File: src/hw/acq_pkg.sv
`default_nettype none

package acq_pkg;

    ////////////////////////////////////////////////////////////
    // sample and circular buffer geometry
    localparam int SAMPLE_W        = 12;   // one adc sample
    localparam int CBUF_WORD_W     = 26;   // two samples plus two over-range bits
    localparam int CBUF_ADDR_W     = 8;    // 256 buffer words
    localparam int TRIG_FIFO_DEPTH = 4;    // trigger addresses held for readout

    ////////////////////////////////////////////////////////////
    // readout word layout
    localparam int WORDS_PER_BURST = 4;    // buffer words per output data word, 8 samples
    localparam int PAYLOAD_W       = 128;
    localparam int OUT_W           = 132;  // 4-bit tag on top of the payload

    // header field widths
    localparam int FILL_NUM_W      = 24;
    localparam int BURSTS_W        = 14;
    localparam int PRE_TRIG_W      = 16;
    localparam int CHAN_TAG_W      = 12;

    ////////////////////////////////////////////////////////////
    // output flow control
    localparam int OUT_CREDITS     = 4;    // words the downstream FIFO can absorb
    localparam int CREDIT_W        = $clog2(OUT_CREDITS + 1);

    typedef logic [CREDIT_W-1:0] credit_t;

    // tag in the top nibble of every output word
    typedef enum logic [3:0] {
        TAG_WFM_HDR = 4'h1,
        TAG_DATA    = 4'h2
    } out_tag_e;

    // readout sequencer states
    typedef enum logic [2:0] {
        ST_IDLE,    // waiting for a queued trigger
        ST_POP,     // take the trigger address off the FIFO
        ST_START,   // load start address and burst count
        ST_HDR,     // emit the waveform header when a credit is free
        ST_GATHER,  // read four buffer words
        ST_EMIT     // emit one data word when a credit is free
    } seq_state_e;

endpackage

`default_nettype wire
File: src/hw/trig_addr_fifo.sv
`default_nettype none

module trig_addr_fifo (
    input  wire logic                             adc_clk,
    input  wire logic                             rst,
    input  wire logic                             push,
    input  wire logic [acq_pkg::CBUF_ADDR_W-1:0]  push_addr,
    input  wire logic                             pop,
    output logic [acq_pkg::CBUF_ADDR_W-1:0]       head_addr,
    output logic                                  empty
);

    logic [acq_pkg::CBUF_ADDR_W-1:0] mem [acq_pkg::TRIG_FIFO_DEPTH];

    logic [$clog2(acq_pkg::TRIG_FIFO_DEPTH)-1:0]   wr_ptr;
    logic [$clog2(acq_pkg::TRIG_FIFO_DEPTH)-1:0]   rd_ptr;
    logic [$clog2(acq_pkg::TRIG_FIFO_DEPTH+1)-1:0] count;   // entries held

    logic full;
    logic do_push;
    logic do_pop;

    assign full    = int'(count) == acq_pkg::TRIG_FIFO_DEPTH;
    assign empty   = count == '0;
    assign do_push = push && !full;    // trigger dropped when full
    assign do_pop  = pop && !empty;

    // first word falls through, no read latency
    assign head_addr = mem[rd_ptr];

    ////////////////////////////////////////////////////////////
    // pointers and occupancy
    always_ff @(posedge adc_clk) begin
        if (rst) begin
            wr_ptr <= '0;
            rd_ptr <= '0;
            count  <= '0;
        end else begin
            if (do_push) wr_ptr <= wr_ptr + 1'b1;   // depth is a power of two
            if (do_pop)  rd_ptr <= rd_ptr + 1'b1;
            case ({do_push, do_pop})
                2'b10:   count <= count + 1'b1;
                2'b01:   count <= count - 1'b1;
                default: count <= count;            // none, or push and pop together
            endcase
        end
    end

    // storage
    always_ff @(posedge adc_clk) begin
        if (do_push) begin
            mem[wr_ptr] <= push_addr;
        end
    end

endmodule

`default_nettype wire

File: config.mk
export PLATFORM = sky130hd
export DESIGN_NAME = trig_addr_fifo
export DESIGN_NICKNAME = d
export VERILOG_FILES = /design/src/hw/acq_pkg.sv /design/src/hw/trig_addr_fifo.sv
export SDC_FILE = /design/constraint.sdc
export NUM_CORES = 1
export LEC_CHECK = 0
export BUFFER_PORTS_ARGS = -buffer_cell sky130_fd_sc_hd__clkbuf_2
export CORE_MARGIN = 10
export CORE_UTILIZATION = 35
export CTS_CLUSTER_SIZE = 24
export DETAILED_ROUTE_END_ITERATION = 7
export GPL_TIMING_DRIVEN = 0
export SLEW_MARGIN = 20
export SYNTH_ARGS = -nofsm -noshare
export SYNTH_HDL_FRONTEND = slang
export SYNTH_SLANG_ARGS = --single-unit
File: constraint.sdc
create_clock -name adc_clk -period 2.4 [get_ports adc_clk]
set_input_delay 0.24 -clock adc_clk [delete_from_list [all_inputs] [get_ports adc_clk]]
set_output_delay 0.24 -clock adc_clk [all_outputs]
set_load 0.1 [all_outputs]
[Word-level counts from Yosys, hierarchy flattened]
Memory sizes are Yosys's and may differ from the RTL's. A register that Yosys moved wholly into a read port is not among the register bits.
Cells that the tools add are included.
Word-level totals
  register bits after elaboration: 7
  bits in writable memories: 32
  output and inout port bits: 9
  memories: 1
  logic and storage cells: 22
  bits of input ports: 12
Cells by class
  mux-type cells: 5
  $add $sub $neg: 4
  reduce and logical (&&, ||, !) cells: 6
  eq/ne operators: 3
Memories
  mem: depth 4, width 8, read ports 1, clocked after Yosys merged registers in 1, write ports 1, RTL line trig_addr_fifo.sv:13  | logic [acq_pkg::CBUF_ADDR_W-1:0] mem [acq_pkg::TRIG_FIFO_DEPTH];
Operators with widths (number)
  one-hot mux 3 bit (2 select lines): 1
  adder 2 x 1 -> 2 bit (second input constant): 2
  2-to-1 mux 2 bit: 2
  adder 3 x 1 -> 3 bit (second input constant): 1
  == test 3 bit (second input constant): 1
  zero test 3 bit: 1
  subtractor 3 x 1 -> 3 bit (second input constant): 1
  == test 2 x 1 -> 1 bit (second input constant): 1
  == test 2 bit (second input constant): 1
  logical AND 1 bit: 2
  zero test 1 bit: 2
  2-to-1 mux 1 bit: 2
  nonzero test 2 bit: 1

[Logic depth before layout (Yosys ltp)]
Gate-level depths: netlist (run 1).
  word-level depth: 5
  gate-level depth with buffers: 9
  gate-level depth less buffers: 9

[Worst setup path before layout (run 1)]
OpenSTA, ideal clock, no wires.
  path type: register to register
  from: register count[1] (netlist name)
  to: register (tool-made name)
  required time: 2.323 ns
  setup slack: 0.316 ns
  path buffers: 0
  library setup time: 0.077 ns
  cell stages (with the launch flop): 4
  arrival: 2.006 ns
  period minus slack after synthesis: 2.084 ns
  cell sequence: dfxtp_1 -> nor3_2 -> o21ai_0 -> a21oi_1
RTL lines
  start: declaration: RTL line trig_addr_fifo.sv:17  | logic [$clog2(acq_pkg::TRIG_FIFO_DEPTH+1)-1:0] count;
  start signal: assignment: RTL line trig_addr_fifo.sv:42  | 2'b10: count <= count + 1'b1;
  start signal: assignment: RTL line trig_addr_fifo.sv:43  | 2'b01: count <= count - 1'b1;
  start signal: assignment: RTL line trig_addr_fifo.sv:44  | default: count <= count;

[Worst setup path in the final report (run 1)]
  from: register count[0] (netlist name)
  to: register count[2] (netlist name)
Between the ends
  longest elaborated chain between the ends: 5
  elaborated cells on any way between the ends: 12
  those cells by class: 2 x add/sub; 3 x eq/ne; 1 x mux; 6 x reduce/logical
Ends and longest elaborated chain
  == test 3 bit / zero test 3 bit (equally long branches): RTL line trig_addr_fifo.sv:23, trig_addr_fifo.sv:24
  zero test 1 bit, on equally long branches: RTL line trig_addr_fifo.sv:25, trig_addr_fifo.sv:26
  logical AND 1 bit, on equally long branches: RTL line trig_addr_fifo.sv:25, trig_addr_fifo.sv:26
  == test 2 x 1 -> 1 bit / == test 2 bit (equally long branches): RTL line trig_addr_fifo.sv:41  | case ({do_push, do_pop})
  one-hot mux 3 bit (2 select lines) / nonzero test 2 bit (equally long branches)
Parallel ways exist; a longest one is shown, timed or not.
A chain may end at the register's enable or synchronous reset.

==> results of run 1 <==
[report_power, final]
part	internal, mW	switching (mW)	total [mW]
Combinational	0.237	0.772	1.01
Clock	0.201	0.225	0.426
Sequential	0.866	0.0474	0.913
[critical path, cell delays in order (launching register included)]
cell and delay, ps:
dfxtp_1 350, inv_1 150, a31oi_4 140, inv_1 80, ha_1 180, inv_1 60
fa_1 380, xor2_1 160, or3_2 410, a21oi_1 160
[synth_stat cells (2+ instances only)]
master / number / area (µm²)
and2_1: 4 / 25.0
nand2b_1: 2 / 12.5
mux4_2: 8 / 180
inv_1: 8 / 30.0
a21oi_1: 3 / 15.0
o21ai_0: 2 / 10.0
dfxtp_1: 9 / 180
ha_1: 5 / 62.6
nor2_1: 7 / 26.3
xor2_1: 3 / 26.3
edfxtp_1: 32 / 961
[stage by stage]
stage / total power, mW / setup slack, ps / area, µm² / hold slack, ps
finish: 2.35 / 251 / 1880 / 165
global route: 2.48 / 123 / 1880 / 155
CTS: 2.39 / 244 / 1880 / 158
detailed placement: 1.96 / 261 / 1800 / 467
global placement: 1.94 / 347 / 1800 / 454
floorplan: 1.80 / 316 / 1640 / 339
[layout by cell type, fill, tap and decap left out, drive strengths merged]
master,netlist,routed
mux2,1,1
mux4,8,8
nor3,1,1
or3,2,2
clkbuf,1,26
edfxtp,32,32
ha,5,5
dfxtp,9,9
xor2,3,3
inv,8,8
buf,2,2
o31ai,1,1
clkinv,0,2
o21ai,2,2
nor2,7,7
nand2,1,1
a21oi,3,3
mux2i,1,1
nand2b,2,2
fa,1,1
and2,4,4
a31oi,1,1
[layout make-up]
type	count	area share (%)
multi-input cells	43	24.2
plain buffers	3	0.665
clock inverters	2	0.532
inverters	8	1.60
flip-flops and latches	41	60.6
repair buffers	19	5.05
clock buffers	6	3.86
well taps	52	3.46
[flip-flops by register name, indices dropped and copies added (netlist names), named ones only]
signal	count
wr_ptr	2
rd_ptr	2
count	3
mem	32
[final timing paths]
kind | end | cells past startpoint | start | slack (ps)
worst min-delay path | mem[1][1] | 1 | push_addr[1] | 160
worst max-delay path | count[2] | 9 | count[0] | 250
worst max register to register | count[2] | 9 | count[0] | 250
worst min register to register | rd_ptr[1] | 2 | rd_ptr[1] | 500
[layer usage]
metal  vias to the layer above  wire length [µm]
met1                       398              1100
met4                         0                13
met2                        18              1310
met5                         -                 0
li1                        405                 -
met3                         4               220
[cells by family (layout without fill, tap and decap cells)]
logic type               Yosys count  after routing  synth area share [%]
XOR/XNOR                           3              3                  1.60
AO/OA/AOI/OAI                      7              7                  3.28
multiplexers                      10             10                  12.3
buffers and inverters             11             38                  2.59
adder cells (fa/ha/maj)            6              6                  5.04
AND/OR/NAND/NOR                   17             17                  5.57
flip-flops                        41             41                  69.6
==> summary.txt, run 1 <==
Outcome
  – Status: finished, final reports clean

CTS
  – Worst-case clock buffer depth: 2
  – # hold bufs at CTS: 0
  – CTS Root Cell: clkbuf_8
  – Worst skew pair latency: 290 ps
  – Htree depth: 2
  – Clk sink count: 41
  – Cts repair resizes: 0
  – Post-CTS setup buffer count: 0
  – Num CTS Buffers: 5
  – Clk slew on worst S/H paths: 80 ps
  – TritonCTS clock tree: yes

Logic synthesis
  – Cell variety after synth: 23
  – Cell Area, Synth: 1640 µm²
  – Gate Count Post-Synth: 95
  – Async SR Flop Fraction: 0%
  – Syn nets: 113
  – Avg Inst Size Synth: 17.3 µm²
  – Sequential share of the synthesized area: 69.6%
  – Warnings, synthesis: 0
  – Number of flops mapped to enable cells by yosys: 32
  – Top FF cell, synth: edfxtp_1
  – Yosys reg bits: 41

Place
  – DP HPWL: 1.91 mm
  – PortBufs: 19
  – Placed cells: 166
  – GP Congestion: 0.689

Timing
  – Fin. max-slew vios: 0
  – Final hold vios: 0
  – Post-route setup TNS: 0 ps
  – Final Cycle Share: 89.6%
  – Rel. slew slack: 63.7%
  – Max Freq: 465 MHz
  – RSZ-0062 raised after global routing: false
  – Min cycle time layout: 2150 ps
  – Setup Skew: 7.09 ps
  – Worst slew pin tran: 547 ps
  – Endpoints failing setup: 0

Finish
  – FILL cells: 408
  – Area of the multi-input gates: 455 µm²
  – Area Overhead vs Synth: 14.8%
  – Non-filler instance count after layout: 174
  – Reg area: 1140 µm²
  – Share of post-route cells with drive strength above 1: 32.0%
  – Antenna Cells: 0
  – Final #Nets: 139
  – Util after Layout: 42.3%

Die
  – Row Count: 24
  – Die H: 88.4 µm
  – Boundary Pins: 21
  – Core box area: 4440 µm²
  – Die width: 88.4 µm
  – Initial Util: 36.9%
  – Die area: 7820 µm²

Pwr
  – LEAKAGE: 0.680 nW
  – Peak VDD IR: 0.398 mV
  – Pwr/cell area: 1250 nW/µm²

Critical path
  – Critical path peak fanout: 7
  – Crit path capture type: register
  – Worst EP arrival: 2370 ps
  – Startpoint types: register
  – Setup CP Type: reg2reg
  – Critical path required time: 2620 ps

Route
  – DR vias: 825
  – DRC: 0
  – Final WL: 2.65 mm
  – WL/cell: 15.2 µm
  – Violation count after the first detailed-route iteration: 42
  – Vias per cell: 4.74
  – First-pass iteration count of the detailed router: 2
  – Antenna Nets Post-Route: 0

GRT
  – GR Layer Usage met2: 12.5%
  – GRT overflow: 0
  – First-pass GRT wire length: 4.39 mm
  – Total GRT Usage: 7.53%
  – GR Util met1: 7.88%
  – Busiest grt layer: met2
  – M3 GR Usage: 4.23%
  – Largest net degree at the start of global routing: 13
  – Vias in the first global route: 874
  – Initial antenna violation count: 0

Flow run
  – Max-cap violation count: 0

Worst hold path
  – HP Class: in2reg
Note: power is estimated with default switching activity, not from simulation.
==> run 2, diff against run 1 <==
- GPL_TIMING_DRIVEN: 0 -> default
==> run 2 against run 1 <==
Against the previous run: sequential share of layout area decreased by 0.60 points; die area unchanged; count of clock-buffer cells in the layout increased by 1; via count increased by 0.61%; critical endpoint unchanged.
==> summary.txt, run 2 (synthesis gave the netlist of run 1 again) <==
Finish
  – Commonest non-fill, non-tap cell in the layout: edfxtp_1
  – FILL cells: 424
  – Final instance area: 1900 µm²
  – Largest register FFs: 32
  – Non-filler instance count after layout: 173
  – Largest regs: mem (32), count (3)
  – Util after Layout: 42.8%
  – Area Overhead vs Synth: 16.0%
  – Share of post-route cells with drive strength above 1: 33.9%
  – Antenna Cells: 0
  – Final #Nets: 138
  – Most frequent cells in the layout: 32 x edfxtp_1, 20 x clkbuf_2, 9 x dfxtp_1
  – Largest Register: mem

GRT
  – Total GRT Usage: 7.61%
  – Vias in the first global route: 907
  – First-pass GRT wire length: 4.43 mm
  – Initial antenna violation count: 0
  – GRT overflow: 0
  – Largest net degree at the start of global routing: 13

Die
  – Boundary Pins: 21
  – Core box area: 4440 µm²
  – Row Count: 24
  – Die H: 88.4 µm
  – Die width: 88.4 µm
  – Die area: 7820 µm²
  – Initial Util: 36.9%

CTS
  – TritonCTS clock tree: yes
  – Num CTS Buffers: 5
  – Cts repair resizes: 0
  – Clk sink count: 41
  – CTS Root Cell: clkbuf_8
  – Post-CTS setup buffer count: 0
  – Worst-case clock buffer depth: 2
  – Worst skew pair latency: 290 ps
  – Clk slew on worst S/H paths: 80 ps
  – # hold bufs at CTS: 0
  – Htree depth: 2

Place
  – Placed cells: 165
  – Placed instance area: 1800 µm²
  – DP HPWL: 1.92 mm
  – GP Congestion: 0.734
  – PortBufs: 20
  – Setup Slack @ Placement: 274 ps

Critical path
  – Crit-path leading delay family: adder cells
  – Buf+Inv Stages, Crit Path: 3
  – Critical path peak fanout: 7
  – Critical path required time: 2620 ps
  – FF-to-FF Start: count[0]
  – Critical register-to-register path endpoint: count[2]
  – Startpoint types: register
  – Setup CP Type: reg2reg
  – Reg2reg path depth: 9
  – Crit path capture type: register
  – Critical Path Slowest Stage Cell: or3_2
  – R2R Setup Slk: 260 ps
  – CP cell instances: inv_1, a31oi_4, inv_1, ha_1, inv_1, fa_1, xor2_1, or3_2, a21oi_1
  – Worst EP arrival: 2360 ps
  – CP most frequent cell: inv_1
  – Worst path max stage delay: 400 ps

Timing
  – Final hold vios: 0
  – Final WS setup: 265 ps
  – Endpoints failing setup: 0
  – Rel. slew slack: 63.8%
  – Fin. max-slew vios: 0
  – Setup Skew: 7.48 ps
  – Post-route setup TNS: 0 ps
  – Max Freq: 468 MHz
  – Min cycle time layout: 2140 ps
  – RSZ-0062 raised after global routing: false
  – Final Cycle Share: 89.0%
  – Final Hold Slack: 171 ps
  – Worst slew pin tran: 546 ps

Worst hold path
  – Hold Startpoint: push_addr[5]
  – Min-Delay Endpoint: mem[0][5]
  – HP Class: in2reg
  – Worst hold path depth: 1

Pwr
  – Pwr/cell area: 1270 nW/µm²
  – LEAKAGE: 0.691 nW
  – Peak VDD IR: 0.395 mV
  – Total power: 2.41 mW

Route
  – First-pass iteration count of the detailed router: 4
  – Final WL: 2.66 mm
  – DRC: 0
  – WL/cell: 15.4 µm
  – DR vias: 830
  – Violation count after the first detailed-route iteration: 26
  – Antenna Nets Post-Route: 0
  – Vias per cell: 4.80

Flow run
  – Max-cap violation count: 0

Outcome
  – Status: finished, final reports clean
==> run 2: changes by cell type in the layout (fill, tap and decap cells not counted) <==
cell / change
buf_1: -1
buf_2: -1
buf_4: +1
clkbuf_1: -2
clkbuf_2: +1
clkbuf_8: +2
clkinv_2: -1
==> run 2: routing by layer <==
| layer | global-route usage, % | vias up | routed length (µm) |
|---|---|---|---|
| met2 | 13.0 | 20 | 1310 |
| li1 | - | 398 | - |
| met3 | 3.86 | 5 | 167 |
| met1 | 7.95 | 407 | 1150 |
| met5 | 0 | - | 0 |
| met4 | 2.64 | 0 | 32 |
==> run 2: worst max path at each step <==
| stage | endpoint | cells past startpoint | slack (ps) | from |
|---|---|---|---|---|
| 2_1_floorplan | register | 3 | 320 | count[1] |
| 3_3_place_gp | count[2] | 9 | 380 | count[0] |
| 3_5_place_dp | count[2] | 9 | 270 | count[0] |
| 4_1_cts | count[2] | 9 | 250 | count[0] |
| 5_1_grt | count[2] | 9 | 120 | count[0] |
| 6_report | count[2] | 9 | 260 | count[0] |
==> run 2: power by group <==
| group | internal, mW | total [mW] | switching (mW) |
|---|---|---|---|
| sequential | 0.866 | 0.922 | 0.0558 |
| clock | 0.260 | 0.483 | 0.223 |
| combinational | 0.242 | 1.01 | 0.766 |
| total | 1.37 | 2.41 | 1.05 |
==> run 2: area by class of cell <==
class	instances	area [µm²]	share of cell area (%)
clock buffers	7	96.3	5.07
multi-input cells	43	455	24.0
flip-flops and latches	41	1140	60.0
inverters	8	30.0	1.58
repair buffers	21	108	5.66
clock inverters	1	5.00	0.263
well taps	52	65.1	3.42
==> run 2: worst reg2reg max path: stages, from the launching register on <==
cell and delay [ps]:
dfxtp_1 350, inv_1 160, a31oi_4 150, inv_1 90
ha_1 180, inv_1 60, fa_1 370, xor2_1 160
or3_2 400, a21oi_1 160
