===== src/hw/acq_pkg.sv =====
`default_nettype none

package acq_pkg;

    ////////////////////////////////////////////////////////////
    // sample and circular buffer geometry
    localparam int SAMPLE_W        = 12;   // one adc sample
    localparam int CBUF_WORD_W     = 26;   // two samples plus two over-range bits
    localparam int CBUF_ADDR_W     = 8;    // 256 buffer words
    localparam int TRIG_FIFO_DEPTH = 4;    // trigger addresses held for readout

    ////////////////////////////////////////////////////////////
    // readout word layout
    localparam int WORDS_PER_BURST = 4;    // buffer words per output data word, 8 samples
    localparam int PAYLOAD_W       = 128;
    localparam int OUT_W           = 132;  // 4-bit tag on top of the payload

    // header field widths
    localparam int FILL_NUM_W      = 24;
    localparam int BURSTS_W        = 14;
    localparam int PRE_TRIG_W      = 16;
    localparam int CHAN_TAG_W      = 12;

    ////////////////////////////////////////////////////////////
    // output flow control
    localparam int OUT_CREDITS     = 4;    // words the downstream FIFO can absorb
    localparam int CREDIT_W        = $clog2(OUT_CREDITS + 1);

    typedef logic [CREDIT_W-1:0] credit_t;

    // tag in the top nibble of every output word
    typedef enum logic [3:0] {
        TAG_WFM_HDR = 4'h1,
        TAG_DATA    = 4'h2
    } out_tag_e;

    // readout sequencer states
    typedef enum logic [2:0] {
        ST_IDLE,    // waiting for a queued trigger
        ST_POP,     // take the trigger address off the FIFO
        ST_START,   // load start address and burst count
        ST_HDR,     // emit the waveform header when a credit is free
        ST_GATHER,  // read four buffer words
        ST_EMIT     // emit one data word when a credit is free
    } seq_state_e;

endpackage

`default_nettype wire

===== src/hw/frame_builder.sv =====
`default_nettype none

module frame_builder (
    input  wire logic                             adc_clk,
    input  wire logic                             rst,
    input  wire logic [acq_pkg::CBUF_WORD_W-1:0]  rd_data,
    input  wire logic                             shift_en,
    input  wire logic                             emit_hdr,
    input  wire logic                             emit_dat,
    input  wire logic [acq_pkg::FILL_NUM_W-1:0]   fill_num,
    input  wire logic [acq_pkg::CHAN_TAG_W-1:0]   channel_tag,
    input  wire logic [acq_pkg::BURSTS_W-1:0]     num_bursts,
    input  wire logic [acq_pkg::PRE_TRIG_W-1:0]   pre_trig,
    input  wire logic [acq_pkg::CBUF_ADDR_W-1:0]  trig_addr_hdr,
    output logic [acq_pkg::OUT_W-1:0]             out_data,
    output logic                                  out_valid
);

    // gathering register, index 0 holds the oldest word once full
    logic [acq_pkg::WORDS_PER_BURST-1:0][acq_pkg::CBUF_WORD_W-1:0] gather;

    logic [acq_pkg::PAYLOAD_W-1:0] hdr_payload;
    logic [acq_pkg::PAYLOAD_W-1:0] dat_payload;

    ////////////////////////////////////////////////////////////
    // four-word shift in, new word enters at the top
    always_ff @(posedge adc_clk) begin
        if (shift_en) begin
            gather <= {rd_data, gather[acq_pkg::WORDS_PER_BURST-1:1]};
        end
    end

    ////////////////////////////////////////////////////////////
    // payload layouts
    always_comb begin
        hdr_payload        = '0;            // unused bits stay zero
        hdr_payload[23:0]  = fill_num;
        hdr_payload[35:24] = channel_tag;
        hdr_payload[49:36] = num_bursts;
        hdr_payload[65:50] = pre_trig;
        hdr_payload[73:66] = trig_addr_hdr;
    end

    always_comb begin
        dat_payload = '0;                   // top 24 bits zero
        dat_payload[acq_pkg::WORDS_PER_BURST*acq_pkg::CBUF_WORD_W-1:0] = gather;
    end

    ////////////////////////////////////////////////////////////
    // output mux and register
    always_ff @(posedge adc_clk) begin
        if (rst) begin
            out_valid <= 1'b0;
        end else begin
            out_valid <= emit_hdr || emit_dat;   // single cycle per word
        end
    end

    always_ff @(posedge adc_clk) begin
        if (emit_hdr) begin
            out_data <= {acq_pkg::TAG_WFM_HDR, hdr_payload};
        end else if (emit_dat) begin
            out_data <= {acq_pkg::TAG_DATA, dat_payload};
        end
    end

endmodule

`default_nettype wire


===== config.mk =====
export PLATFORM = sky130hd
export DESIGN_NAME = frame_builder
export DESIGN_NICKNAME = d
export VERILOG_FILES = /design/src/hw/acq_pkg.sv /design/src/hw/frame_builder.sv
export SDC_FILE = /design/constraint.sdc
export NUM_CORES = 1
export LEC_CHECK = 0
export ABC_AREA = 0
export BUFFER_PORTS_ARGS = -buffer_cell sky130_fd_sc_hd__buf_2
export CAP_MARGIN = 20
export CORE_UTILIZATION = 40
export CTS_BUF_LIST = sky130_fd_sc_hd__clkbuf_4
export DETAILED_ROUTE_END_ITERATION = 10
export GPL_TIMING_DRIVEN = 0
export PLACE_DENSITY = 0.65
export SLEW_MARGIN = 20
export SYNTH_ARGS = -nofsm -noshare
export SYNTH_HDL_FRONTEND = slang
export SYNTH_SLANG_ARGS = --single-unit

===== constraint.sdc =====
create_clock -name adc_clk -period 2.7 [get_ports adc_clk]
set_clock_uncertainty 0.1 [all_clocks]
set_input_delay 0.27 -clock adc_clk [delete_from_list [all_inputs] [get_ports adc_clk]]
set_output_delay 0.27 -clock adc_clk [all_outputs]
set_load 0.01 [all_outputs]

# After elaboration in Yosys (flattened, before gate mapping)
# Index checks and enable logic that the tools add are counted.
[classes] mux=2 n_reduce_logical=2
[ops] cell="$mux W74" n=2
[ops] cell="$reduce_bool A2 Y1" n=1
[ops] cell="$logic_or A1 B1 Y1" n=1
[totals] register_bits=211 inputBits=105 out_inout_bits=133 wordCells=11

# Depth between registers and ports, before layout
# Gate-level depths: netlist of the first run.
[logic_depth] ltp_word=2 depth_mapped=4 mapped_depth_nobuf=2

# Least setup slack after synthesis of the first run
# No wires, ideal clock.
[synth_timing] kind="in2reg" startpoint="input port emit_hdr" endpoint="register out_valid" setup_time_ns=0.071 arrival_ns=2.599 t_required_ns=2.529 setup_slack_ns=-0.069 cell_stages=4 n_path_buf=2 cell_sequence="buf_6 > buf_6 > or2_1 > nor2b_4"
[synth_via] elab_chain_len=1
[synth_rtl] element="from (decl)" line_no="frame_builder.sv:8" rtl="input wire logic emit_hdr,"
[synth_rtl] element="$logic_or A1 B1 Y1" line_no="frame_builder.sv:55" rtl="out_valid <= emit_hdr || emit_dat;"
[synth_rtl] element="to (signal assigned)" line_no="frame_builder.sv:55"
[synth_rtl] element="to (decl)" line_no="frame_builder.sv:16" rtl="output logic out_valid"
# Every way passes these cells.
# A chain may end at the register's enable or synchronous reset.

# Worst setup path after layout of the first run
[layout_timing] startpoint="input port emit_hdr" endpoint="register out_data[6] in the netlist's numbering (enable)"
[layout_via] elab_chain_len=1
[layout_rtl] element="$reduce_bool A2 Y1 (no line)"
[layout_rtl] element="to (signal assigned)" line_no="frame_builder.sv:61" rtl="out_data <= {acq_pkg::TAG_WFM_HDR, hdr_payload};"
[layout_rtl] element="to (signal assigned)" line_no="frame_builder.sv:63" rtl="out_data <= {acq_pkg::TAG_DATA, dat_payload};"
[layout_rtl] element="to (decl)" line_no="frame_builder.sv:15" rtl="output logic [acq_pkg::OUT_W-1:0] out_data,"
# Every way passes these cells.

==> summary.txt, run 1 <==
Outcome
  – Status: finished, final reports clean

Critical path
  – Reg2reg start: dat_payload[36]
  – Required time worst endpoint: 2.91 ns
  – Crit-path max cell delay: between 0.5 and 0.6 ns
  – Crit path max fanout: 40
  – Worst flop-to-flop path endpoint: out_data[36]
  – CP arrival: 2.05 ns
  – Crit path max-delay cell type: dlygate4sd3_1
  – Startpoint Class: input port
  – CP dominant cell by count: buf_6
  – Worst R2R Setup Slack: approximately 1.6 ns
  – Worst r2r path cells: 1
  – Crit. End Element: flop
  – Crit Path Category: input port to flop
  – CP Cell Sequence: dlygate4sd3_1 > buf_6 > buf_6 > or2_4 > buf_12

Layout
  – FF+latch area: ~6000 um2
  – Most frequent cells in the layout: buf_2 (212), edfxtp_1 (178), dlygate4sd3_1 (104)
  – Count of non-filler cells in the finished layout: roughly 1100
  – Area occupied by multi-input gates: 1380 um2
  – Most common cell after layout, fill and taps aside: buf_2
  – Fillers: 1486
  – Area added between synthesis and finish: 42.6%
  – Nets: 895
  – Ratio of cells with drive above 1 in the final layout: 49.9%

Timing
  – Worst-Margin Slew: 0.568 ns
  – Tcrit/Tclk final: 68.0%
  – Max Slew Vio Count: 0
  – Final hold violations: 0
  – WHS: 0.245 ns
  – Final setup viols: 0
  – RSZ-0062 raised after global routing: no
  – Final min period: 1.84 ns
  – Slew HR: 62.2%
  – TNS Setup: 0 ns
  – Fmax: 545 MHz

Clocking
  – CTS Sinks: 211
  – CTS tree: yes
  – CTS max path bufs: 3
  – Clock-pin slew on the worst setup and hold paths: around 0.07 ns
  – Root Driver: clkbuf_4
  – CTS H-tree lvls: 2
  – Clock buffer count from CTS: between 50 and 60
  – Worst skew pair latency: around 0.64 ns
  – Post-CTS sizing: 0

Floorplan
  – Die width: 140 um
  – Initial Utilization: 40.8%
  – Rows: 50
  – Core ar.: 18700 um2
  – Die H: about 140 um
  – Num ports: 238
  – Die Area: 19600 um2

Global routing
  – Initial antenna violation count: 3
  – Total global routing track utilization: 17.6%
  – Largest net degree at the start of global routing: 68
  – Congestion Overflow GR: 0
  – Vias in the first global route: 5045
  – First-pass GRT wire length: approximately 26 mm

Drt
  – TritonRoute pass-1 iters: 4
  – Detail Route Antenna Nets: 0
  – DR vias/cell: 4.41
  – Vias: 4731
  – DRT iter0 DRCs: between 150 and 200
  – DR WL/cell: 16.0 um
  – Remaining DRCs: 0
  – Final WL: around 17 mm

Min path
  – Hold path startpoint: rst
  – Hold Crit Depth: 3
  – Worst Hold Path EP: out_valid
  – HP Class: input port to flop

Yosys
  – Post-synthesis average cell area: 19.4 um2
  – Seq/Total Area, Yosys: 78.7%
  – Post-synthesis instance area: 7630 um2
  – Post-synthesis cell type count: 13
  – Yosys reg bits: 211
  – Yosys warns: 0
  – Mapped Cells: 394

Place
  – Placed cell count: between 800 and 900
  – Port Buffers: 209
  – HPWL Detailed: 11.1 mm
  – RePlAce Congestion: 0.784

Pwr
  – P_leak: 0.00465 uW
  – Combinational power share: 10.1%
  – Total power: around 7300 uW
  – Power per cell area: 675 nW/um2
  – Seq pwr share: 53.1%
  – Clk pwr share: 36.8%
  – NetSw: between 1500 and 2000 uW
  – VDD IR max: 236 uV
  – Int Pwr: about 5700 uW
  – Sw frac: 22.7%

Job
  – Max-cap violations: 0
[kinds of logic (layout without fill, tap and decap cells)]
| group | count (synthesis) | count (layout) | synth area share (%) |
|---|---|---|---|
| muxes | 104 | 104 | 14.9 |
| AOI/OAI and AO/OA | 1 | 1 | 0.0984 |
| DFF | 211 | 211 | 78.7 |
| and+or+nand+nor | 34 | 34 | 1.84 |
| other | 1 | 30 | 0.0491 |
| buffers and inverters | 43 | 459 | 4.49 |
[power by group through the flow]
| stage | clock [uW] | combinational [uW] | sequential (uW) |
|---|---|---|---|
| 2_1_floorplan | 0 | 247 | 4020 |
| 3_3_place_gp | 0 | 600 | 3970 |
| 3_5_place_dp | 0 | 620 | 3970 |
| 4_1_cts | 2800 | 744 | 3910 |
| 5_1_grt | 2980 | 794 | 3930 |
| 6_report | 2700 | 739 | 3900 |
[state kept, by name, summed over array words and instances (netlist names)]
name	flops
dat_payload	104
out_data	106
out_valid	1
[cells in the mapped netlist, drive strengths merged]
cell type / number / area (um2)
conb: 1 / 3.75
dfxtp: 33 / 661
mux2i: 30 / 300
buf: 42 / 339
a21o: 1 / 7.51
or2: 1 / 6.26
inv: 1 / 3.75
nor2: 32 / 120
mux2: 74 / 833
edfxtp: 178 / 5350
nor2b: 1 / 13.8
[final cells by class]
cell class	instances	area share (%)
clock inverter	13	0.448
antenna	4	0.0920
multi-input combinational	165	12.7
timing repair buffer	315	19.7
tap	234	2.69
buffer	42	3.12
sequential	211	55.2
inverter	1	0.0345
clock buffer	88	6.07
[critical path: cells and delay by family]
family,cells,cell delay (ns)
buffers and inverters,4,1.24
and+or+nand+nor,1,0.50
[metal layers]
metal / wire (um) / GRT usage (%) / share of wire, %
met3: 1040 / 5.06 / 6.1
met5: 0 / 0 / 0
met2: 8750 / 30.4 / 51
met1: 6960 / 20.4 / 41
met4: 402 / 7.98 / 2.3
[timing repair]
action	CTS	global route
hold buffers	104	0
buffers inserted	0	0
hold endpoints to repair	142	0
[worst max path at each step]
stage	start	to	slack [ns]	depth (start not counted)
finish	emit_hdr	out_data[6]	0.86	5
global placement	shift_en	dat_payload[98]	0.08	1
global route	emit_hdr	out_data[31]	0.82	5
detailed placement	emit_hdr	out_data[7]	0.76	4
floorplan	emit_hdr	out_data[0]	0.70	3
CTS	emit_hdr	out_data[35]	0.87	5
[through the flow]
stage,area [um2],utilization (%),setup WS [ns]
6_report,10900,58.2,0.864
5_1_grt,10900,58.2,0.822
4_1_cts,10900,58.1,0.868
3_5_place_dp,9120,48.8,0.760
3_3_place_gp,9070,48.5,0.0765
2_1_floorplan,7730,-,0.697
Power figures use the tool's default switching activity.
==> run 2: changes to the inputs <==
--- a/config.mk
+++ b/config.mk
@@ -12,7 +12,7 @@
 export CTS_BUF_LIST = sky130_fd_sc_hd__clkbuf_4
 export DETAILED_ROUTE_END_ITERATION = 10
 export GPL_TIMING_DRIVEN = 0
-export PLACE_DENSITY = 0.65
+export PLACE_DENSITY = 0.63
 export SLEW_MARGIN = 20
 export SYNTH_ARGS = -nofsm -noshare
 export SYNTH_HDL_FRONTEND = slang
==> constraint.sdc (replaced) <==
create_clock -name adc_clk -period 1.76 [get_ports adc_clk]
set_clock_uncertainty 0.1 [all_clocks]
set_input_delay 0.176 -clock adc_clk [delete_from_list [all_inputs] [get_ports adc_clk]]
set_output_delay 0.176 -clock adc_clk [all_outputs]
set_load 0.01 [all_outputs]
==> summary.txt, run 2 (synthesis results as in run 1) <==
Floorplan
  – Die H: 140 um (unchanged)
  – Num ports: 238 (unchanged)
  – Rows: 50 (unchanged)
  – Initial Utilization: 40.8% (unchanged)
  – Die Area: 19600 um2 (unchanged)
  – Die width: 140 um (unchanged)
  – Core ar.: 18700 um2 (unchanged)

Pwr
  – Total power: 11300 uW (+54%)
  – P_leak: 0.00484 uW (+4.2%)
  – VDD IR max: 529 uV (+120%)
  – Power per cell area: 998 nW/um2 (+48%)

Clocking
  – Post-CTS Setup Bufs: 0 (unchanged)
  – Root Driver: clkbuf_4
  – CTS H-tree lvls: 2 (unchanged)
  – CTS Sinks: 211 (unchanged)
  – Worst skew pair latency: 0.63 ns (about the same)
  – Clock-pin slew on the worst setup and hold paths: 0.07 ns (about the same)
  – Clock buffer count from CTS: 55 (+1.9%)
  – CTS tree: yes
  – CTS max path bufs: 3 (unchanged)

Layout
  – Area occupied by multi-input gates: 1380 um2 (unchanged)
  – Nets: 943 (+5.4%)
  – Most common cell after layout, fill and taps aside: buf_2
  – Area added between synthesis and finish: 48.6%
  – Most frequent cells in the layout: buf_2 (212), edfxtp_1 (178), dlygate4sd3_1 (151)
  – Max reg flops: 106 (unchanged)
  – FF+latch area: 6010 um2 (unchanged)
  – Reg with most FFs: out_data
  – Fillers: 1409 (-5.2%)
  – Ratio of cells with drive above 1 in the final layout: 47.2% (-2.7 points)

Drt
  – Remaining DRCs: 0 (unchanged)
  – DRT iter0 DRCs: 128 (-28%)
  – TritonRoute pass-1 iters: 4 (unchanged)
  – DR vias/cell: 4.42 (+0.26%)
  – Final WL: 17.8 mm (+3.9%)
  – Vias: 4942 (+4.5%)
  – DR WL/cell: 15.9 um (-0.29%)
  – Detail Route Antenna Nets: 0 (unchanged)

Timing
  – Final hold violations: 0 (unchanged)
  – Worst-Margin Slew: 0.574 ns (+0.00652 ns)
  – Final min period: 1.75 ns
  – Tcrit/Tclk final: between 90% and 100%
  – RSZ-0062 raised after global routing: no
  – Max Slew Vio Count: 0 (unchanged)
  – TNS Setup: 0 ns (unchanged)
  – Fmax: 571 MHz
  – Final setup viols: 0 (unchanged)
  – Slew HR: 61.7% (-0.43 points)

Place
  – Port Buffers: 209 (unchanged)
  – HPWL Detailed: 10.9 mm (-1.7%)
  – RePlAce Congestion: 0.802 (+2.3%)

Outcome
  – Status: finished, final reports clean

Critical path
  – Crit path max-delay cell type: dlygate4sd3_1
  – Required time worst endpoint: 2.03 ns (-0.88 ns)
  – CP top delay family: buffers and inverters
  – CP Cell Sequence: buf_6 > dlygate4sd3_1 > buf_6 > mux2_2 > dlygate4sd3_1
  – Reg2reg start: dat_payload[37]
  – Bufs and invs on worst path: 4 (unchanged)
  – CP arrival: 2.02 ns (-0.03 ns)
  – Setup crit start: emit_hdr
  – Crit Path Category: input port to flop
  – Startpoint Class: input port
  – Crit. End Element: flop
  – Crit path max fanout: 10 (-75%)
  – Crit-path max cell delay: 0.62 ns (+0.06 ns)

Global routing
  – Largest net degree at the start of global routing: 76 (+12%)
  – First-pass GRT wire length: 27.3 mm (+3.6%)
  – Vias in the first global route: 5334 (+5.7%)
  – Congestion Overflow GR: 0 (unchanged)
  – Total global routing track utilization: 18.2% (+0.54 points)
  – Initial antenna violation count: 3 (unchanged)

Min path
  – Hold path startpoint: rd_data[13]
  – HP Class: input port to flop

Job
  – Max-cap violations: 0 (unchanged)
run 2: cell count changes in the layout (fill, tap and decap cells not counted):
cell           change
inv_2              +1
diode_2            -1
clkinv_2           +1
dlygate4sd3_1     +47
buf_12             -1
clkbuf_4           -3
buf_16             +1
run 2: final timing paths:
| check | end | slack, ns | depth (start not counted) |
|---|---|---|---|
| max | out_data[66] | 0.009 | 5 |
| min | dat_payload[91] | 0.16 | 2 |
| max reg2reg | out_data[37] | 0.14 | 2 |
| min reg2reg | dat_payload[3] | 0.33 | 0 |
run 2: worst register-to-register path, stage by stage, from the launching register on:
cell and delay [ns]:
edfxtp_1 0.43, mux2_2 0.29, dlygate4sd3_1 0.55
run 2: metrics by stage:
step	util, %	worst slack (ns)	hold slack, ns	area, um2	std cells
final	60.6	0.00946	0.164	11300	1118
after global routing	60.6	0.0386	0.0972	11300	1117
after CTS	60.4	0.0788	0.00221	11300	1113
after detailed placement	48.7	-0.219	0.254	9100	863
after global placement	48.5	-0.792	0.253	9070	862
after floorplan	-	0.221	0.140	7730	419
run 2: area by class of cell:
type	instances	area share (%)
Sequential cell	211	52.9
Multi-Input combinational cell	165	12.2
Clock inverter	15	0.507
Timing Repair Buffer	362	23.1
Tap cell	234	2.58
Inverter	1	0.0331
Buffer	42	2.99
Antenna cell	3	0.0662
Clock buffer	85	5.62
run 2: power by group:
part           leakage, uW  switching [uW]  internal (uW)  total (uW)
Combinational      0.00238             553            707        1260
Clock             0.000420            1880           2190        4070
Sequential         0.00204             138           5850        5990
run 2: repair_timing:
| action | 4_1_cts | 5_1_grt |
|---|---|---|
| resized for setup | 0 | 0 |
| hold buffers | 150 | 1 |
| endpoints found under the hold margin | 161 | 2 |
run 2: layer usage:
layer  track usage (%)  routed length (um)  vias up
met5                 0                   0        -
met4              10.5                 659        0
met3              5.09                 989       47
met2              30.9                8980      190
met1              20.6                7190     2356
li1                  -                   -     2349
