`config.mk`:
```
export PLATFORM = sky130hd
export DESIGN_NAME = sample_capture
export DESIGN_NICKNAME = d
export VERILOG_FILES = /design/src/hw/acq_pkg.sv /design/src/hw/sample_capture.sv
export SDC_FILE = /design/constraint.sdc
export NUM_CORES = 1
export LEC_CHECK = 0
export BUFFER_PORTS_ARGS = -buffer_cell sky130_fd_sc_hd__clkbuf_2
export CAP_MARGIN = 10
export CORE_MARGIN = 2
export CORE_UTILIZATION = 39
export DETAILED_ROUTE_END_ITERATION = 8
export GPL_TIMING_DRIVEN = 0
export PLACE_DENSITY = 0.81
export SLEW_MARGIN = 25
export SYNTH_ARGS = -nofsm -noshare
export SYNTH_HDL_FRONTEND = slang
export SYNTH_SLANG_ARGS = --single-unit
```
`constraint.sdc`:
```
create_clock -name adc_clk -period 2.65 [get_ports adc_clk]
set_input_delay 0.53 -clock adc_clk [delete_from_list [all_inputs] [get_ports adc_clk]]
set_output_delay 0.53 -clock adc_clk [all_outputs]
set_load 0.05 [all_outputs]
```
`src/hw/acq_pkg.sv`:
```
`default_nettype none

package acq_pkg;

    ////////////////////////////////////////////////////////////
    // sample and circular buffer geometry
    localparam int SAMPLE_W        = 12;   // one adc sample
    localparam int CBUF_WORD_W     = 26;   // two samples plus two over-range bits
    localparam int CBUF_ADDR_W     = 8;    // 256 buffer words
    localparam int TRIG_FIFO_DEPTH = 4;    // trigger addresses held for readout

    ////////////////////////////////////////////////////////////
    // readout word layout
    localparam int WORDS_PER_BURST = 4;    // buffer words per output data word, 8 samples
    localparam int PAYLOAD_W       = 128;
    localparam int OUT_W           = 132;  // 4-bit tag on top of the payload

    // header field widths
    localparam int FILL_NUM_W      = 24;
    localparam int BURSTS_W        = 14;
    localparam int PRE_TRIG_W      = 16;
    localparam int CHAN_TAG_W      = 12;

    ////////////////////////////////////////////////////////////
    // output flow control
    localparam int OUT_CREDITS     = 4;    // words the downstream FIFO can absorb
    localparam int CREDIT_W        = $clog2(OUT_CREDITS + 1);

    typedef logic [CREDIT_W-1:0] credit_t;

    // tag in the top nibble of every output word
    typedef enum logic [3:0] {
        TAG_WFM_HDR = 4'h1,
        TAG_DATA    = 4'h2
    } out_tag_e;

    // readout sequencer states
    typedef enum logic [2:0] {
        ST_IDLE,    // waiting for a queued trigger
        ST_POP,     // take the trigger address off the FIFO
        ST_START,   // load start address and burst count
        ST_HDR,     // emit the waveform header when a credit is free
        ST_GATHER,  // read four buffer words
        ST_EMIT     // emit one data word when a credit is free
    } seq_state_e;

endpackage

`default_nettype wire
```
`src/hw/sample_capture.sv`:
```
`default_nettype none

module sample_capture (
    input  wire logic                            adc_clk,
    input  wire logic                            rst,
    input  wire logic [acq_pkg::SAMPLE_W-1:0]    sample_a,
    input  wire logic [acq_pkg::SAMPLE_W-1:0]    sample_b,
    input  wire logic                            ovr_a,
    input  wire logic                            ovr_b,
    input  wire logic                            acq_enable,
    input  wire logic                            trig,
    output logic                                 wr_en,
    output logic [acq_pkg::CBUF_ADDR_W-1:0]      wr_addr,
    output logic [acq_pkg::CBUF_WORD_W-1:0]      wr_data,
    output logic                                 trig_push,
    output logic [acq_pkg::CBUF_ADDR_W-1:0]      trig_addr
);

    logic trig_d;       // trig from the previous cycle
    logic trig_edge;    // rising edge while enabled

    ////////////////////////////////////////////////////////////
    // write side of the circular buffer
    assign wr_en   = acq_enable;                           // one word per cycle while enabled
    assign wr_data = {sample_b, ovr_b, sample_a, ovr_a};   // ovr_a lands in bit 0

    always_ff @(posedge adc_clk) begin
        if (rst) begin
            wr_addr <= '0;
        end else if (acq_enable) begin
            wr_addr <= wr_addr + 1'b1;                     // wraps at the buffer depth
        end
    end

    ////////////////////////////////////////////////////////////
    // trigger edge detect
    assign trig_edge = trig && !trig_d && acq_enable;

    always_ff @(posedge adc_clk) begin
        if (rst) begin
            trig_d    <= 1'b0;
            trig_push <= 1'b0;
        end else begin
            trig_d    <= trig;
            trig_push <= trig_edge;                        // push lags the trigger by one cycle
        end
    end

    // address written in the trigger cycle, valid alongside trig_push
    always_ff @(posedge adc_clk) begin
        if (trig_edge) begin
            trig_addr <= wr_addr;
        end
    end

endmodule

`default_nettype wire

```
# Word-level counts from Yosys, hierarchy flattened

Index checks and enable logic that the tools add are counted.
Widths: inputs -> output; s select.

Flip-flop bits (word level): 18
Input port bits: 30
Output and inout port bits: 44
Logic and storage cells: 8

Add/subtract/negate cells: 1
Reduce and logical (&&, ||, !) cells: 3

Operator list:

| operator            | count |
|---|---|
| $add 8x1->8 const B | 1 |
| $logic_and 1x1->1   | 2 |
| $logic_not 1->1     | 1 |

# Depth between registers and ports, before layout

Gate-level depths: netlist (run 1).

Word-level depth: 3
Depth in mapped cells: 4
Gate-level depth less buffers: 4

# Worst setup path after synthesis (run 1)

No wires, ideal clock.

Path kind: register to register
From: reg wr_addr[0] (netlist bit)
To: reg wr_addr[6] (netlist bit)
Library setup time: 0.071 ns
Arrival: 1.529 ns
Required time: 2.579 ns
Path slack: 1.051 ns
Cell stages (with the launch flop): 5
Path buffers: 0
Period minus slack after synthesis: 1.599 ns
Path through: dfxtp_1 ha_1 nand3_1 or3_1 a21oi_1

Word-level cells in the longest chain between the ends: 1

RTL lines:

| element                  | line                 | source |
|---|---|---|
| start: declaration       | sample_capture.sv:13 | `output logic [acq_pkg::CBUF_ADDR_W-1:0] wr_addr,` |
| start signal: assignment | sample_capture.sv:31 | `wr_addr <= wr_addr + 1'b1;` |
| $add 8x1->8              | sample_capture.sv:31 |  |

Every way passes these cells.
A chain may end at the register's enable or synchronous reset.

# Final worst setup path (run 1)

From: reg wr_addr[3] (netlist bit)
To: out wr_addr[3] (netlist bit)

No word-level cell between the ends.

==> results of run 1 <==
-- cell usage in the layout (no fill, tap or decap) --
master,instances
sky130_fd_sc_hd__xor2_1,3
sky130_fd_sc_hd__a21oi_1,3
sky130_fd_sc_hd__ha_1,1
sky130_fd_sc_hd__buf_4,28
sky130_fd_sc_hd__nand4_1,2
sky130_fd_sc_hd__dfxtp_1,10
sky130_fd_sc_hd__nand3_1,2
sky130_fd_sc_hd__nor2_1,5
sky130_fd_sc_hd__o21ai_0,3
sky130_fd_sc_hd__nand4_2,1
sky130_fd_sc_hd__xnor2_1,1
sky130_fd_sc_hd__clkbuf_1,1
sky130_fd_sc_hd__clkbuf_2,45
sky130_fd_sc_hd__nor2b_1,2
sky130_fd_sc_hd__edfxtp_1,8
sky130_fd_sc_hd__and3b_1,1
sky130_fd_sc_hd__or3_1,3
sky130_fd_sc_hd__mux2i_1,1
sky130_fd_sc_hd__nand2_1,2
sky130_fd_sc_hd__clkbuf_4,3
-- final timing paths --
kind	startpoint	endpoint	slack, ns
worst max register to register	wr_addr[0]	wr_addr[6]	1.35
worst max-delay path	wr_addr[3]	wr_addr[3]	1.05
worst min-delay path	trig	trig_d	0.49
worst min register to register	wr_addr[7]	trig_addr[7]	0.50
-- stage by stage --
step / total power [uW] / area (um2) / hold slack [ns] / util, % / setup slack, ns
floorplan: 460.6 / 843.3 / 0.6582 / - / 1.051
CTS: 609.8 / 1125 / 0.4814 / 56.19 / 1.036
finish: 606.6 / 1125 / 0.4865 / 56.19 / 1.050
global placement: 488.9 / 1102 / 0.4593 / 55.06 / 1.244
global route: 631.3 / 1125 / 0.5108 / 56.19 / 0.9432
detailed placement: 490.4 / 1102 / 0.4706 / 55.06 / 1.243
-- registers in the layout, summed over array words and instances (netlist names) --
register / flops
trig_addr: 8
wr_addr: 8
trig_d: 1
trig_push: 1
-- power groups by stage --
stage	sequential, uW	combinational [uW]	clock [uW]
2_1_floorplan	337	124	0
3_3_place_gp	310	178	0
3_5_place_dp	310	180	0
4_1_cts	304	180	126
5_1_grt	306	187	139
6_report	304	179	124
-- cells by family (layout without fill, tap and decap cells) --
group | count (synthesis) | after routing | share of synthesized area (%)
AOI/OAI and AO/OA | 6 | 6 | 3.560
and+or+nand+nor | 18 | 18 | 12.02
DFF | 18 | 18 | 52.23
buffers and inverters | 29 | 77 | 25.37
xor gates and xnor gates | 4 | 4 | 4.155
adders and majority gates | 1 | 1 | 1.483
muxes | 1 | 1 | 1.187
-- area by class of cell --
type	count	share of cell area, %
plain buffers	29	19.02
clock buffers	3	2.002
multi-input cells	30	16.80
flip-flops and latches	18	39.15
well taps	27	3.003
repair buffers	45	20.02
-- metal layers --
metal  up-vias  part of all wire [%]  global-route usage (%)
met4         0                   1.5                   5.405
met3         5                    13                   2.083
li1        330                     -                       -
met1       291                    35                   13.99
met2        55                    50                   25.44
met5         -                     0                       0
==> reports/qor_table.md, run 1 <==
| Result | Reported |
|---|---|
| Number of buffers on the longest clock path | 2 |
| Worst path depth | 1 |
| Detailed-route DRC error count | 0 |
| Pin count of the biggest net entering global routing | 11 |
| Final hold violation count | 0 |
| Slowest cell on crit path | sky130_fd_sc_hd__dfxtp_1 |
| CP required | 2.12 ns |
| Die outline width | 50.50 um |
| Resized Gates After CTS | 0 |
| Number of hold-repair buffers added at the cts stage | 0 |
| Multi-input gate area | 188.9 um2 |
| Transition at the pin with the smallest max-transition slack | 0.4141 ns |
| Relative slew slack | 72.39% |
| Proportion of total power due to net switching | 33.85% |
| TritonCTS Buffers | 3 |
| Via count of the first global-routing pass | 638 |
| Number of standard cells in the final layout excluding fillers | 152 |
| Number of clock sinks seen by CTS | 18 |
| Synth cell count leaders | sky130_fd_sc_hd__buf_4, sky130_fd_sc_hd__dfxtp_1, sky130_fd_sc_hd__edfxtp_1, sky130_fd_sc_hd__nor2_1 |
| Slew Viols, Final | 0 |
| Sw power | 205.3 uW |
| Number of vias in the routed layout | 681 |
| Maximum vdd drop | 0.0002739 V |
| DR iter-0 viols | 5 |
| Count of unique library cells instantiated by Yosys | 18 |
| Number of violations of the max-capacitance limit | 0 |
| Quantity of I/O buffers inserted on ports | 45 |
| Post-synthesis net count | 108 |
| Max Fclk | 624.9 MHz |
| Placed cells | 149 |
| First-pass detailed-route iteration total | 2 |
| Setup-failing EPs final | 0 |
| Antenna violations before repair | 0 |
| Die Outline Area | 2550 um2 |
| Num ports | 74 |
| Cell leakage power | 0.0005720 uW |
| Cell taking the most area after synthesis | sky130_fd_sc_hd__edfxtp_1 |
| Crit path launch type | flop |
| Most used standard cell by instance count after synthesis | sky130_fd_sc_hd__buf_4 |
| Number of register bits inferred by synthesis | 18 |
| Number of diodes added for antenna fixing | 0 |
| GRT Overall Usage | 13.19% |
| Global-route wire length before repair | 2608 um |
| Crit Path Category | reg -> out |
| Routed WL | 1555 um |
| Buffers inserted during post-CTS setup optimization | 0 |
| Clock slew seen by the registers of the worst setup and hold paths | 0.09 ns |
| Result of the run | completed |
| Number of fill cells | 183 |
| Share of total power in combinational logic | 29.5% |
| Capturing element type of the critical path | primary output |
| Maximum level of the CTS H-tree | 1 |
| Remaining number of nets flagged by the antenna check after routing | 0 |
| Number of enable flip-flop cells after synthesis | 8 |
| Clock latency on the worst-skew pair | 0.28 ns |
| Clock power share | 20.4% |
| Ys Warns | 0 |
| Total area of sequential cells | 440.4 um2 |
| Power density over cell area | 539.2 nW/um2 |
| R2R cell count | 4 |
| Initial standard-cell utilization of the core | 42.13% |
| Master cell of the clock root buffer | sky130_fd_sc_hd__clkbuf_4 |
| Gate count of the mapped netlist | 77 |
| Total number of nets in the final design | 158 |
| Hold-critical path depth | 2 |
| Final weighted congestion in routability-driven placement | 0.7535 |
| Core Footprint | 2002 um2 |
| Proportion of synthesized flip-flops having asynchronous set or reset | 0% |
| Final critical path time including I/O delays and setup | 1.600 ns |
| Row count | 16 |
| Final global-route overflow total | 0 |
| Ys flop type | sky130_fd_sc_hd__dfxtp_1 |
| Synth top area cells | sky130_fd_sc_hd__edfxtp_1, sky130_fd_sc_hd__buf_4, sky130_fd_sc_hd__dfxtp_1 |
| Setup TNS Final | 0 ns |
| Highest cell delay on the worst timing path | 0.46 ns |
| Layout area overhead | 33.38% |
| Layout cell share with drive strength beyond 1 | 61.60% |
| Largest clock skew in the final design | 0.003208 ns |
| Fraction of the cycle the final worst path needs | 60.39% |
| Post-Synthesis Mean Instance Area | 10.95 um2 |
| Cell-internal power | 401.3 uW |
| Buf/Inv on CP | 1 |
| Worst-path fanout max | 7 |
| DR vias/cell | 4.480 |
| Post-synthesis cell area | 843.3 um2 |
| List of cells traversed by the critical path | clkbuf_2 |
| Portion of the post-synthesis area used by sequential elements | 52.23% |
| Unrepaired setup endpoints after global routing | no |
| Part of the total power dissipated in sequential elements | 50.1% |
| CTS tree | built |
| HPWL Detailed | 1345 um |
| DIE HEIGHT | 50.50 um |
| Area fraction of the dominant cell type after synthesis | 28.49% |
| Data arrival at the endpoint of the critical path | 1.07 ns |
| Hold WC Path Type | in -> reg |
| Average routed wire per standard cell | 10.23 um |
| Kind of cell adding the most delay to the critical path | flip-flops |
Power figures use the tool's default switching activity.
==> run 2, diff against run 1 <==
--- a/config.mk
+++ b/config.mk
@@ -8,10 +8,10 @@
 export BUFFER_PORTS_ARGS = -buffer_cell sky130_fd_sc_hd__clkbuf_2
 export CAP_MARGIN = 10
 export CORE_MARGIN = 2
-export CORE_UTILIZATION = 39
+export CORE_UTILIZATION = 33
 export DETAILED_ROUTE_END_ITERATION = 8
 export GPL_TIMING_DRIVEN = 0
-export PLACE_DENSITY = 0.81
+export PLACE_DENSITY = 0.72
 export SLEW_MARGIN = 25
 export SYNTH_ARGS = -nofsm -noshare
 export SYNTH_HDL_FRONTEND = slang
==> constraint.sdc (replaced) <==
create_clock -name adc_clk -period 1.35 [get_ports adc_clk]
set_input_delay 0.27 -clock adc_clk [delete_from_list [all_inputs] [get_ports adc_clk]]
set_output_delay 0.27 -clock adc_clk [all_outputs]
set_load 0.05 [all_outputs]
==> run 2 against run 1 <==
  * Register-to-register slack got worse by 1.2 ns
  * Final cell count increased by 2.6%
  * Critical path depth unchanged
  * Via count increased by 1.0%
  * Die area grew 17%
  * Sequential share of layout area is 0.34 points higher
  * Total power increased by 100%
  * Critical endpoint is now wr_addr[5]
  * Largest power group unchanged
  * Global-route usage decreased by 2.3 points
  * Highest routed layer unchanged
  * Clock power up 120%
  * Combinational power rose by 96%
==> reports/qor_table.md, run 2 (synthesis results as in run 1) <==
| Result | Reported |
|---|---|
| Result of the run | completed |
| Capture point of the worst path | wr_addr[5] |
| R2R setup slack | 0.13 ns |
| Worst-path fanout max | 6 |
| Commonest non-fill, non-tap cell in the layout | sky130_fd_sc_hd__clkbuf_2 |
| Setup TNS Final | 0 ns |
| Post-Route M1 WL | 594 um |
| Registers with the highest flip-flop counts | trig_addr x8, wr_addr x8 |
| Num ports | 74 |
| Layout area overhead | 35.61% |
| Initial standard-cell utilization of the core | 34.35% |
| Max Fclk | 757.6 MHz |
| CP required | 1.08 ns |
| Unrepaired setup endpoints after global routing | no |
| Highest cell delay on the worst timing path | 0.44 ns |
| Clock latency on the worst-skew pair | 0.29 ns |
| Detailed route wirelength on metal2 | 771 um |
| Die outline width | 54.55 um |
| R2R cell count | 4 |
| Global-route wire length before repair | 2339 um |
| Pin count of the biggest net entering global routing | 11 |
| Setup-failing EPs final | 0 |
| Capturing element type of the critical path | primary output |
| Sw power | 422.2 uW |
| Routed WL | 1623 um |
| Layout cell share with drive strength beyond 1 | 65.08% |
| Total number of nets in the final design | 158 |
| Number of hold-repair buffers added at the cts stage | 0 |
| Cell leakage power | 0.0005764 uW |
| Part of the total power dissipated in sequential elements | 49.3% |
| Buf/Inv on CP | 1 |
| Capture instance of the worst register-to-register path | wr_addr[6] |
| DR vias/cell | 4.410 |
| Number of vias in the routed layout | 688 |
| Kind of cell adding the most delay to the critical path | flip-flops |
| Maximum level of the CTS H-tree | 1 |
| Top Metal Used | met4 |
| Buffers inserted during post-CTS setup optimization | 0 |
| Number of diodes added for antenna fixing | 0 |
| Remaining number of nets flagged by the antenna check after routing | 0 |
| Setup Slack @ Placement | 0.1447 ns |
| Most frequent cells in the layout | sky130_fd_sc_hd__clkbuf_2, sky130_fd_sc_hd__buf_4, sky130_fd_sc_hd__edfxtp_1 |
| Fraction of the cycle the final worst path needs | 97.77% |
| TritonCTS Buffers | 3 |
| Share of total power in combinational logic | 28.8% |
| Maximum vdd drop | 0.0006734 V |
| Cell-internal power | 792.5 uW |
| Antenna violations before repair | 0 |
| Slowest cell on crit path | sky130_fd_sc_hd__dfxtp_1 |
| Startpoint of the most critical hold path | trig |
| Transition at the pin with the smallest max-transition slack | 0.4342 ns |
| Total cell area at the placement stage | 1117 um2 |
| Data arrival at the endpoint of the critical path | 1.05 ns |
| Slew Viols, Final | 0 |
| Core Footprint | 2455 um2 |
| Timing startpoint of the critical path | wr_addr[5] |
| Final critical path time including I/O delays and setup | 1.320 ns |
| Number of standard cells in the final layout excluding fillers | 156 |
| Worst path depth | 1 |
| Master cell of the clock root buffer | sky130_fd_sc_hd__clkbuf_4 |
| Final weighted congestion in routability-driven placement | 0.6936 |
| Largest clock skew in the final design | 0.003453 ns |
| Routed met3 length | 233 um |
| Final cell area excluding filler cells | 1144 um2 |
| Quantity of I/O buffers inserted on ports | 45 |
| Crit Path Category | reg -> out |
| DIE HEIGHT | 54.55 um |
| Number of clock sinks seen by CTS | 18 |
| Hold-critical path depth | 2 |
| Final global-route overflow total | 0 |
| List of cells traversed by the critical path | clkbuf_2 |
| Number of violations of the max-capacitance limit | 0 |
| Die Outline Area | 2976 um2 |
| Placed cells | 152 |
| Power density over cell area | 1062 nW/um2 |
| GRT Overall Usage | 10.93% |
| Smallest setup slack after layout | 0.03007 ns |
| First-pass detailed-route iteration total | 3 |
| Average routed wire per standard cell | 10.40 um |
| Row count | 18 |
| Hold WC Path Type | in -> reg |
| Clock slew seen by the registers of the worst setup and hold paths | 0.10 ns |
| Number of buffers on the longest clock path | 2 |
| Worst reg2reg path startpoint | wr_addr[0] |
| CTS tree | built |
| Relative slew slack | 71.05% |
| Via count of the first global-routing pass | 586 |
| Crit path launch type | flop |
| Clock power share | 22.0% |
| DR iter-0 viols | 6 |
| Final hold violation count | 0 |
| Proportion of total power due to net switching | 34.76% |
| Resized Gates After CTS | 0 |
| Detailed-route DRC error count | 0 |
==> run 2: changes by cell type in the layout (fill, tap and decap cells not counted) <==
cell,previous run,this run
sky130_fd_sc_hd__dfxtp_2,0,3
sky130_fd_sc_hd__dfxtp_4,0,2
sky130_fd_sc_hd__dfxtp_1,10,5
sky130_fd_sc_hd__clkinv_1,0,1
==> run 2: power by group through the flow <==
stage / Sequential [uW] / Clock, uW / Combinational [uW]
after floorplan: 662 / 0 / 243
after CTS: 599 / 270 / 352
after global placement: 610 / 0 / 350
after detailed placement: 612 / 0 / 352
final: 598 / 267 / 350
after global routing: 601 / 295 / 365
==> run 2: final cells by class <==
type | count | area, um2
multi-input cells | 30 | 188.9
repair buffers | 45 | 225.2
plain buffers | 29 | 214.0
fillers | 242 | 1311
flip-flops and latches | 18 | 451.7
clock buffers | 3 | 22.52
well taps | 30 | 37.54
clock inverters | 1 | 3.754
==> run 2: layer usage <==
layer  global-route usage [%]  vias to the layer above
li1                         -                      335
met4                    6.250                        0
met1                    10.07                      294
met2                    21.69                       56
met5                        0                        -
met3                    2.186                        3
==> run 2: worst min-delay path by stage <==
stage / end / slack (ns)
2_1_floorplan: trig_d / 0.40
3_3_place_gp: trig_addr[7] / 0.46
3_5_place_dp: trig_addr[1] / 0.47
4_1_cts: trig_d / 0.20
5_1_grt: trig_d / 0.21
6_report: trig_d / 0.20
==> run 2: through the flow <==
stage | hold WS (ns) | power (uW) | utilization (%)
4_1_cts | 0.2023 | 1222 | 46.59
6_report | 0.2028 | 1215 | 46.59
3_5_place_dp | 0.4666 | 963.8 | 45.51
3_3_place_gp | 0.4596 | 960.3 | 45.51
2_1_floorplan | 0.3982 | 905.0 | -
5_1_grt | 0.2127 | 1262 | 46.59
